<file path="src/p4_ingress_pkg.sv">
////////////////////////////////////////////////////////////
// Router ingress shared types
////////////////////////////////////////////////////////////

`default_nettype none

package p4_ingress_pkg;

    // Geometry of the shared ingress bus
    localparam int BUS_BYTES = 8;
    localparam int BUS_WIDTH = BUS_BYTES * 8;
    localparam int NUM_PORTS = 2;
    localparam int CNT_WIDTH = 32;

    // Byte 0 sits in the lowest lane and is the earliest byte on the wire
    typedef logic [BUS_WIDTH-1:0] bus_word_t;
    // Byte-valid mask, always filled from lane 0 upwards
    typedef logic [BUS_BYTES-1:0] bus_keep_t;
    typedef logic [$clog2(NUM_PORTS)-1:0] port_id_t;
    typedef logic [CNT_WIDTH-1:0] cnt_t;

    // Next value of a saturating counter; clear wins over increment
    function automatic cnt_t cnt_step(cnt_t cur, logic clr, logic inc);
        if (clr) begin
            return '0;
        end
        if (inc && (cur != '1)) begin
            return cur + 1'b1;
        end
        return cur;
    endfunction

    // Keep mask with the lowest n lanes set
    function automatic bus_keep_t keep_from_count(int unsigned n);
        bus_keep_t k;
        for (int i = 0; i < BUS_BYTES; i++) begin
            k[i] = (i < n);
        end
        return k;
    endfunction

endpackage

`default_nettype wire

</file>
<file path="src/ing_word_if.sv">
////////////////////////////////////////////////////////////
// Adapted word stream
////////////////////////////////////////////////////////////

`default_nettype none

// One 8-byte word stream between a port adapter and the merge buffer
// A word moves in every cycle where valid is high, there is no ready
interface ing_word_if;

    logic                      valid;
    p4_ingress_pkg::bus_word_t data;
    p4_ingress_pkg::bus_keep_t keep;
    logic                      last;

    // Driven by the port adapter
    modport src (
        output valid,
        output data,
        output keep,
        output last
    );

    // Consumed by the merge buffer
    modport snk (
        input valid,
        input data,
        input keep,
        input last
    );

endinterface

`default_nettype wire

</file>
<file path="src/ing_merge_buffer.sv">
////////////////////////////////////////////////////////////
// Ingress merge buffer
////////////////////////////////////////////////////////////

`default_nettype none

// Holds each port's words until a whole packet is stored, then sends
// whole packets one after another on the shared bus, round-robin
module ing_merge_buffer #(
    parameter int BUF_DEPTH = 16
) (
    input  var logic                             ing,
    input  var logic                             arst_n,

    ing_word_if.snk                              in0,
    ing_word_if.snk                              in1,

    output var logic                             bus_valid,
    output var p4_ingress_pkg::bus_word_t        bus_data,
    output var p4_ingress_pkg::bus_keep_t        bus_keep,
    output var logic                             bus_last,
    output var p4_ingress_pkg::port_id_t         bus_port,

    output var p4_ingress_pkg::cnt_t             bus_pkt_cnt,
    input  var logic                             bus_pkt_cnt_clear,

    output var logic [1:0]                       buf_overflow
);

    localparam int NP = p4_ingress_pkg::NUM_PORTS;
    localparam int BB = p4_ingress_pkg::BUS_BYTES;
    localparam int AW = $clog2(BUF_DEPTH);

    // One extra pointer bit tells a full buffer from an empty one
    typedef logic [AW:0] ptr_t;

    logic [NP-1:0]             in_valid;
    logic [NP-1:0]             in_last;
    p4_ingress_pkg::bus_word_t in_data [NP];
    p4_ingress_pkg::bus_keep_t in_keep [NP];

    p4_ingress_pkg::bus_word_t rd_word [NP];
    logic [BB:0]               rd_tail [NP];
    logic [NP-1:0]             avail;
    logic [NP-1:0]             rd_adv;
    logic [NP-1:0]             pkt_done;

    p4_ingress_pkg::port_id_t  last_port;
    p4_ingress_pkg::port_id_t  sel;
    p4_ingress_pkg::port_id_t  pick;
    p4_ingress_pkg::port_id_t  cur_port;
    logic                      busy;
    logic                      rd_en;
    logic [BB:0]               cur_tail;
    logic                      cur_last;

    assign in_valid   = {in1.valid, in0.valid};
    assign in_last    = {in1.last, in0.last};
    assign in_data[0] = in0.data;
    assign in_data[1] = in1.data;
    assign in_keep[0] = in0.keep;
    assign in_keep[1] = in1.keep;

    ////////////////////////////////////////////////////////////
    // Per-port packet buffers

    for (genvar p = 0; p < NP; p++) begin : g_port
        p4_ingress_pkg::bus_word_t mem_data [BUF_DEPTH];
        // Each entry keeps {last, keep} beside the word
        logic [BB:0]               mem_tail [BUF_DEPTH];
        ptr_t                      wr_ptr;
        ptr_t                      pkt_start;
        ptr_t                      rd_ptr;
        logic [AW:0]               pkt_cnt;
        logic                      discard;
        logic                      ovf_q;
        logic                      full;
        logic                      wr_ok;
        logic                      ovf_hit;
        logic                      pkt_inc;

        assign full    = (wr_ptr - rd_ptr) == ptr_t'(BUF_DEPTH);
        assign wr_ok   = in_valid[p] && !discard && !full;
        assign ovf_hit = in_valid[p] && !discard && full;
        assign pkt_inc = wr_ok && in_last[p];

        always_ff @(posedge ing) begin
            if (wr_ok) begin
                mem_data[wr_ptr[AW-1:0]] <= in_data[p];
                mem_tail[wr_ptr[AW-1:0]] <= {in_last[p], in_keep[p]};
            end
        end

        always_ff @(posedge ing or negedge arst_n) begin
            if (!arst_n) begin
                wr_ptr    <= '0;
                pkt_start <= '0;
                rd_ptr    <= '0;
                pkt_cnt   <= '0;
                discard   <= 1'b0;
                ovf_q     <= 1'b0;
            end else begin
                if (ovf_hit) begin
                    // Throw away the partial packet, skip the rest of it
                    wr_ptr  <= pkt_start;
                    ovf_q   <= 1'b1;
                    discard <= !in_last[p];
                end else if (discard) begin
                    if (in_valid[p] && in_last[p]) begin
                        discard <= 1'b0;
                    end
                end else if (wr_ok) begin
                    wr_ptr <= wr_ptr + 1'b1;
                    if (in_last[p]) begin
                        pkt_start <= wr_ptr + 1'b1;
                    end
                end
                if (rd_adv[p]) begin
                    rd_ptr <= rd_ptr + 1'b1;
                end
                // Stored and dispatched packets can land in the same cycle
                if (pkt_inc && !pkt_done[p]) begin
                    pkt_cnt <= pkt_cnt + 1'b1;
                end else if (!pkt_inc && pkt_done[p]) begin
                    pkt_cnt <= pkt_cnt - 1'b1;
                end
            end
        end

        assign rd_word[p]      = mem_data[rd_ptr[AW-1:0]];
        assign rd_tail[p]      = mem_tail[rd_ptr[AW-1:0]];
        assign avail[p]        = (pkt_cnt != '0);
        assign rd_adv[p]       = rd_en && (cur_port == p4_ingress_pkg::port_id_t'(p));
        assign pkt_done[p]     = rd_adv[p] && cur_last;
        assign buf_overflow[p] = ovf_q;
    end

    ////////////////////////////////////////////////////////////
    // Dispatcher

    // The port that did not send last goes first when it has a packet
    assign pick     = avail[~last_port] ? ~last_port : last_port;
    assign rd_en    = busy || (avail != '0);
    assign cur_port = busy ? sel : pick;
    assign cur_tail = rd_tail[cur_port];
    assign cur_last = cur_tail[BB];

    always_ff @(posedge ing or negedge arst_n) begin
        if (!arst_n) begin
            busy      <= 1'b0;
            sel       <= '0;
            last_port <= '1;
        end else if (rd_en) begin
            if (cur_last) begin
                busy      <= 1'b0;
                last_port <= cur_port;
            end else begin
                busy <= 1'b1;
                sel  <= cur_port;
            end
        end
    end

    always_ff @(posedge ing or negedge arst_n) begin
        if (!arst_n) begin
            bus_valid   <= 1'b0;
            bus_last    <= 1'b0;
            bus_pkt_cnt <= '0;
        end else begin
            bus_valid   <= rd_en;
            bus_last    <= rd_en && cur_last;
            bus_pkt_cnt <= p4_ingress_pkg::cnt_step(bus_pkt_cnt, bus_pkt_cnt_clear,
                                                    bus_valid && bus_last);
        end
    end

    always_ff @(posedge ing) begin
        if (rd_en) begin
            bus_data <= rd_word[cur_port];
            bus_keep <= cur_tail[BB-1:0];
            bus_port <= cur_port;
        end
    end

    ////////////////////////////////////////////////////////////
    // Checks

    // Keep is filled from lane 0 on every word leaving the buffer
    a_bus_keep_contig : assert property (
        @(posedge ing) disable iff (!arst_n)
        bus_valid |-> ((bus_keep != '0) && ((bus_keep & (bus_keep + 1'b1)) == '0))
    );

    // A read only ever targets a port holding a complete packet
    a_read_complete : assert property (
        @(posedge ing) disable iff (!arst_n)
        rd_en |-> avail[cur_port]
    );

endmodule

`default_nettype wire

</file>
<file path="src/ing_port_adapt.sv">
////////////////////////////////////////////////////////////
// Ingress port width adapter
////////////////////////////////////////////////////////////

`default_nettype none

// Packs narrow port words into 8-byte bus words, applies the port
// enable per packet and keeps the packet and drop counters
module ing_port_adapt #(
    parameter type in_word_t = logic [7:0]
) (
    input  var logic                  ing,
    input  var logic                  arst_n,

    input  var logic                  in_valid,
    input  var in_word_t              in_data,
    input  var logic                  in_last,

    input  var logic                  enable,
    input  var logic                  cnt_clear,

    ing_word_if.src                   out,

    output var p4_ingress_pkg::cnt_t  pkt_cnt,
    output var p4_ingress_pkg::cnt_t  drop_cnt
);

    ////////////////////////////////////////////////////////////
    // Local sizes

    // Bytes carried by one input strobe
    localparam int IN_BYTES = $bits(in_word_t) / 8;
    // Byte count has to reach BUS_BYTES itself
    localparam int CW = $clog2(p4_ingress_pkg::BUS_BYTES + 1);

    logic [CW-1:0]             byte_cnt;
    logic [CW-1:0]             next_cnt;
    p4_ingress_pkg::bus_word_t pack_data;
    p4_ingress_pkg::bus_word_t next_data;
    logic                      in_pkt;
    logic                      pkt_pass;
    logic                      cur_pass;
    logic                      word_done;

    ////////////////////////////////////////////////////////////
    // Packing

    always_comb begin
        // A fresh word starts from zero so unused lanes stay clean
        next_data = (byte_cnt == '0) ? '0 : pack_data;
        // New bytes go in above the ones already collected
        next_data[byte_cnt * 8 +: $bits(in_word_t)] = in_data;
        next_cnt  = byte_cnt + CW'(IN_BYTES);
    end

    // The word closes when it is full or the packet ends
    assign word_done = (next_cnt == CW'(p4_ingress_pkg::BUS_BYTES)) || in_last;

    // Enable only counts on the first word, later words follow that decision
    assign cur_pass = in_pkt ? pkt_pass : enable;

    ////////////////////////////////////////////////////////////
    // Control state and counters

    always_ff @(posedge ing or negedge arst_n) begin
        if (!arst_n) begin
            byte_cnt  <= '0;
            in_pkt    <= 1'b0;
            pkt_pass  <= 1'b0;
            out.valid <= 1'b0;
            pkt_cnt   <= '0;
            drop_cnt  <= '0;
        end else begin
            // Output strobe lands one cycle after the closing input strobe
            out.valid <= in_valid && word_done && cur_pass;
            if (in_valid) begin
                in_pkt   <= !in_last;
                byte_cnt <= word_done ? '0 : next_cnt;
                if (!in_pkt) begin
                    pkt_pass <= enable;
                end
            end
            // One count per accepted packet, taken on its last word
            pkt_cnt <= p4_ingress_pkg::cnt_step(pkt_cnt, cnt_clear,
                                                in_valid && in_last && cur_pass);
            // One count per refused packet, taken on its first word
            drop_cnt <= p4_ingress_pkg::cnt_step(drop_cnt, cnt_clear,
                                                 in_valid && !in_pkt && !enable);
        end
    end

    ////////////////////////////////////////////////////////////
    // Payload registers

    always_ff @(posedge ing) begin
        if (in_valid) begin
            pack_data <= next_data;
        end
        if (in_valid && word_done) begin
            out.data <= next_data;
            out.keep <= p4_ingress_pkg::keep_from_count(next_cnt);
            out.last <= in_last;
        end
    end

    ////////////////////////////////////////////////////////////
    // Checks

    // Input widths divide the bus word, so a strobe never spills past 8 bytes
    a_byte_cnt_bound : assert property (
        @(posedge ing) disable iff (!arst_n)
        in_valid |-> (next_cnt <= CW'(p4_ingress_pkg::BUS_BYTES))
    );

endmodule

`default_nettype wire

</file>
<file path="src/p4_router_ingress.sv">
////////////////////////////////////////////////////////////
// Router ingress top level
////////////////////////////////////////////////////////////

`default_nettype none

// Two port adapters feed the merge buffer, which drives the 64-bit bus
module p4_router_ingress #(
    parameter int MTU_BYTES = 64
) (
    input  var logic                       ing,
    input  var logic                       arst_n,

    input  var logic                       port0_valid,
    input  var logic [7:0]                 port0_data,
    input  var logic                       port0_last,

    input  var logic                       port1_valid,
    input  var logic [31:0]                port1_data,
    input  var logic                       port1_last,

    input  var logic [1:0]                 port_enable,
    input  var logic [1:0]                 cnt_clear,

    output var p4_ingress_pkg::cnt_t       pkt_cnt0,
    output var p4_ingress_pkg::cnt_t       pkt_cnt1,
    output var p4_ingress_pkg::cnt_t       drop_cnt0,
    output var p4_ingress_pkg::cnt_t       drop_cnt1,

    output var logic                       bus_valid,
    output var p4_ingress_pkg::bus_word_t  bus_data,
    output var p4_ingress_pkg::bus_keep_t  bus_keep,
    output var logic                       bus_last,
    output var p4_ingress_pkg::port_id_t   bus_port,

    output var p4_ingress_pkg::cnt_t       bus_pkt_cnt,
    input  var logic                       bus_pkt_cnt_clear,

    output var logic [1:0]                 buf_overflow
);

    // Each port buffer holds two MTUs, rounded up to a power of two
    localparam int MTU_WORDS = (MTU_BYTES + p4_ingress_pkg::BUS_BYTES - 1)
                               / p4_ingress_pkg::BUS_BYTES;
    localparam int BUF_DEPTH = 2 ** $clog2(2 * MTU_WORDS);

    ing_word_if word0 ();
    ing_word_if word1 ();

    // Port 0 carries one byte per strobe
    ing_port_adapt #(
        .in_word_t ( logic [7:0] )
    ) port0_adapt_inst (
        .ing       ( ing            ),
        .arst_n    ( arst_n         ),
        .in_valid  ( port0_valid    ),
        .in_data   ( port0_data     ),
        .in_last   ( port0_last     ),
        .enable    ( port_enable[0] ),
        .cnt_clear ( cnt_clear[0]   ),
        .out       ( word0          ),
        .pkt_cnt   ( pkt_cnt0       ),
        .drop_cnt  ( drop_cnt0      )
    );

    // Port 1 carries four bytes per strobe
    ing_port_adapt #(
        .in_word_t ( logic [31:0] )
    ) port1_adapt_inst (
        .ing       ( ing            ),
        .arst_n    ( arst_n         ),
        .in_valid  ( port1_valid    ),
        .in_data   ( port1_data     ),
        .in_last   ( port1_last     ),
        .enable    ( port_enable[1] ),
        .cnt_clear ( cnt_clear[1]   ),
        .out       ( word1          ),
        .pkt_cnt   ( pkt_cnt1       ),
        .drop_cnt  ( drop_cnt1      )
    );

    ing_merge_buffer #(
        .BUF_DEPTH ( BUF_DEPTH )
    ) merge_buffer_inst (
        .ing               ( ing               ),
        .arst_n            ( arst_n            ),
        .in0               ( word0             ),
        .in1               ( word1             ),
        .bus_valid         ( bus_valid         ),
        .bus_data          ( bus_data          ),
        .bus_keep          ( bus_keep          ),
        .bus_last          ( bus_last          ),
        .bus_port          ( bus_port          ),
        .bus_pkt_cnt       ( bus_pkt_cnt       ),
        .bus_pkt_cnt_clear ( bus_pkt_cnt_clear ),
        .buf_overflow      ( buf_overflow      )
    );

endmodule

`default_nettype wire

</file>
<file path="config.mk">
export PLATFORM = sky130hd
export DESIGN_NAME = p4_router_ingress
export DESIGN_NICKNAME = d
export VERILOG_FILES = /design/src/p4_ingress_pkg.sv /design/src/ing_word_if.sv /design/src/ing_merge_buffer.sv /design/src/ing_port_adapt.sv /design/src/p4_router_ingress.sv
export SDC_FILE = /design/constraint.sdc
export NUM_CORES = 2
export LEC_CHECK = 0
export BUFFER_PORTS_ARGS = -buffer_cell sky130_fd_sc_hd__buf_2
export CAP_MARGIN = 20
export CORE_MARGIN = 2
export CORE_UTILIZATION = 45
export CTS_BUF_LIST = sky130_fd_sc_hd__clkbuf_8
export DETAILED_ROUTE_END_ITERATION = 10
export HOLD_SLACK_MARGIN = 0.12
export PLACE_DENSITY = 0.65
export RECOVER_POWER = 50
export SKIP_LAST_GASP = 1
export SYNTH_ARGS = -nofsm -noshare
export SYNTH_HDL_FRONTEND = slang
export SYNTH_SLANG_ARGS = --single-unit
export TNS_END_PERCENT = 1
</file>
<file path="constraint.sdc">
create_clock -name ing -period 18.7 [get_ports ing]
set_clock_uncertainty 0.15 [all_clocks]
set_input_delay 1.87 -clock ing [delete_from_list [all_inputs] [get_ports ing]]
set_output_delay 1.87 -clock ing [all_outputs]
set_load 0.1 [all_outputs]
</file>
==> impl_metrics.toml <==
[worst_setup_path]
path_cells = "nor3_1 -> nand2_1 -> a21o_1 -> o21ai_4 -> clkbuf_1 -> nand3_1 -> o21ai_0"
r2r-end = "merge_buffer_inst.bus_keep[5]"
worstPathArrival_ns = 10.54
worstPathRequired_ns = 19.34
cp-start-kind = "flip-flop"
slowest_stage = "clkbuf_1"
path_class = "reg -> reg"
cp.buffers_inverters = 1
worst_r2r_path_depth = 7
crit_family = "buffers and inverters"
end_kind = "flip-flop"
crit_fanout = 92
regToRegSetupSlack_ns = 8.80
r2r_start = "merge_buffer_inst.g_port[0].pkt_cnt[0]"
max_stage_delay_ns = 4.93

[yosys]
synth_seq_cells = 2802
synth-edff-count = 2581
synth_area_leaders = "edfxtp_1, mux4_2, dfrtp_1, nand2_1, xnor2_1"
async_flop_share_pct = 7.89
synth-warning-count = 0
syn_nets = 5619
synth_area_leader_cell = "edfxtp_1"
ys_types = 70
ys.flop_type = "edfxtp_1"
synth_area_sq_mm = 0.109
ys_seq_area_share_pct = 76.1
syn_area_per_cell_sq_um = 19.7
synth_top_area_share_pct = 71.1
syn_inst = 5525

[outcome]
status = "finished, violations left"
violations = "max-capacitance violations, max-slew violations"

[floorplanning]
floorplan.initialDensity_pct = 45.3
die-height_um = 496
core-area_sq_mm = 0.241
die_w_um = 496
row_count = 180
die_area_sq_mm = 0.246
ios = 288

[grt]
track_usage_pct = 22.1
grt.overflow.total = 0
grt_max_degree = 93
antenna_found_initial = 12
grt_pass1_vias = 56400
grt_pass1_wl_um = 395000

[pwr]
clockPowerShare_pct = 27.1
netSwitchingFraction_pct = 33.3
finalPower_uw = 17700
p_seq_share_pct = 43.9
peakVddDrop_uv = 130
cellPowerDensity_mw_per_mm2 = 145
p_int_uw = 11800
p_sw_uw = 5890
p_leak_uw = 0.0413
pwr-share-comb_pct = 29.0

[timing]
tns_ns = 0
finalHoldViolations = 0
worst_slack_ns = 8.80
max_freq_mhz = 101
setup_viol = 0
rsz0062_at_grt = "no"
finalCriticalPeriod_ns = 9.90
tightest_slew_ns = 7.13
drv_slew = 880
max_slew_margin_pct = -375
fin_crit_sh_pct = 52.9

[clock_network]
cts_tree = "yes"
clockRootBuffer = "clkbuf_8"
holdBufCountCts = 0
htreeDepth = 5
cts_setup_buffers = 0
clk_transition_reported_paths_ns = 0.06
cts_buffers = 454
clock_latency_ns = 1.11
cts_sinks = 2802
cts.path.max_buffers = 4
cts-resized-gates = 0

[placed_design]
place.gp.congestion = 0.819
port-buffer-count = 287
dp_slack_ns = 12.71
dp_hpwl_um = 151000

[detailed_routing]
vias_per_cell = 5.83
route.detailed.drc = 0
dr.pass1.iters = 6
routed-via-count = 56200
drtAntennaViolNets = 0
wirelength_um = 272000
drt_iter0_drc = 6310
wl_per_cell_um = 28.2

[layout]
drive_gt1_share_pct = 26.2
nNetsFinal = 6190
area_delta_synth_final_pct = 12.3
final_common_cell = "edfxtp_1"
layout_common_cells = "edfxtp_1, mux4_2, clkbuf_8, nand2_1, buf_2"

[job]
max_cap_violations = 18

[hold_path]
min_to = "merge_buffer_inst.g_port[0].pkt_cnt[4]"
hold_path.class = "reg -> reg"
holdCritStartpoint = "merge_buffer_inst.g_port[0].pkt_cnt[4]"
min_path_cells = 1
[flip-flops by register name (all words and copies together), names as in the netlist, 4 cells and up]
signal and flops:
merge_buffer_inst.g_port.mem_data 2048, port1_adapt_inst.out.data 64, merge_buffer_inst.g_port.pkt_cnt 10, port1_adapt_inst.pkt_cnt 32
port1_adapt_inst.drop_cnt 32, port0_adapt_inst.byte_cnt 4, port0_adapt_inst.out.keep 8, merge_buffer_inst.bus_keep 8
merge_buffer_inst.bus_pkt_cnt 32, merge_buffer_inst.bus_data 64, merge_buffer_inst.g_port.mem_tail 192, port0_adapt_inst.drop_cnt 32
port0_adapt_inst.out.data 64, merge_buffer_inst.g_port.pkt_start 10, port0_adapt_inst.pack_data 64, merge_buffer_inst.g_port.wr_ptr 10
port1_adapt_inst.pack_data 64, port0_adapt_inst.pkt_cnt 32, merge_buffer_inst.g_port.rd_ptr 10
[how the worst max path moves through the flow]
stage                                                       from  cells past startpoint                                      endpoint  slack (ns)
after floorplan            merge_buffer_inst.g_port[1].rd_ptr[2]                     10    merge_buffer_inst.g_port[1].mem_data[7][0]        9.29
after global placement     merge_buffer_inst.g_port[0].rd_ptr[1]                     15        merge_buffer_inst.g_port[0].pkt_cnt[4]       12.80
after detailed placement   merge_buffer_inst.g_port[0].rd_ptr[1]                      9   merge_buffer_inst.g_port[0].mem_data[15][5]       12.71
after CTS                  merge_buffer_inst.g_port[0].rd_ptr[1]                      9  merge_buffer_inst.g_port[0].mem_data[15][22]       12.62
after global routing                                      arst_n                      2                   port0_adapt_inst.pkt_cnt[5]        8.01
final                     merge_buffer_inst.g_port[0].pkt_cnt[0]                      7                 merge_buffer_inst.bus_keep[5]        8.80
[worst register-to-register path: stages (launching register included)]
cell and delay (ns):
dfrtp_1 0.44, nor3_1 0.21, nand2_1 0.26, a21o_1 0.30, o21ai_4 0.13, clkbuf_1 4.93
nand3_1 2.40, o21ai_0 0.80
[Yosys cell counts, drive strengths merged, types with 3 or more instances]
library cell,instances
a21oi,114
o2111ai,3
edfxtp,2581
buf,95
nor4,32
nand4b,4
xnor2,91
nor2,210
nand3,91
clkinv,5
or4,5
and2,38
nor2b,12
and3,74
or3b,3
a211o,4
o22ai,3
mux2,58
a22o,40
xor2,72
mux4,633
a21o,8
nor4b,8
nand2b,14
a211oi,6
nand4,47
inv,51
nor3b,7
or3,24
dfrtp,220
nand2,474
or2,5
o21ai,77
a31oi,58
mux2i,46
ha,41
clkbuf,177
and4,24
nor3,44
[metal layers]
layer,up-vias,track usage (%),share of wire (%)
li1,23500,-,-
met1,29700,31.4,41
met2,2599,35.3,48
met3,444,3.88,8.2
met4,2,6.22,2.5
met5,-,0,0.0037
[cells by family (layout without fill, tap and decap cells)]
group / Yosys count / in the layout / synth area share [%]
and+or+nand+nor: 1119 / 1119 / 4.83
other: 0 / 15 / 0
xor gates and xnor gates: 164 / 164 / 1.33
AOI/OAI and AO/OA: 332 / 332 / 1.87
DFF: 2802 / 2802 / 76.1
muxes: 737 / 737 / 14.1
buffers and inverters: 328 / 1249 / 1.23
adders and majority gates: 43 / 43 / 0.507
[metrics by stage]
step	hold WS, ns	instances	utilization (%)	area, sq um
5_1_grt	0.344	9637	50.8	122000
4_1_cts	0.325	9623	50.8	122000
2_1_floorplan	0.279	5525	-	109000
3_3_place_gp	0.310	8817	47.5	114000
6_report	0.325	9646	50.9	122000
3_5_place_dp	0.314	8817	47.5	114000
[final cells by class]
| cell class | count | area [sq um] |
|---|---|---|
| Sequential cell | 2802 | 83100 |
| Antenna cell | 15 | 37.5 |
| Timing Repair Buffer | 387 | 2230 |
| Inverter | 56 | 216 |
| Clock buffer | 478 | 6580 |
| Clock inverter | 328 | 1500 |
| Tap cell | 3185 | 3990 |
| Fill cell | 19000 | 118000 |
| Multi-Input combinational cell | 2395 | 24800 |
[power groups by stage]
stage	clock, uW	combinational, uW	sequential [uW]
2_1_floorplan	0	3020	8300
3_3_place_gp	0	5130	7880
3_5_place_dp	0	5150	7900
4_1_cts	4900	5170	7780
5_1_grt	5160	5430	7820
6_report	4790	5140	7770
(Power assumes the default switching activity.)
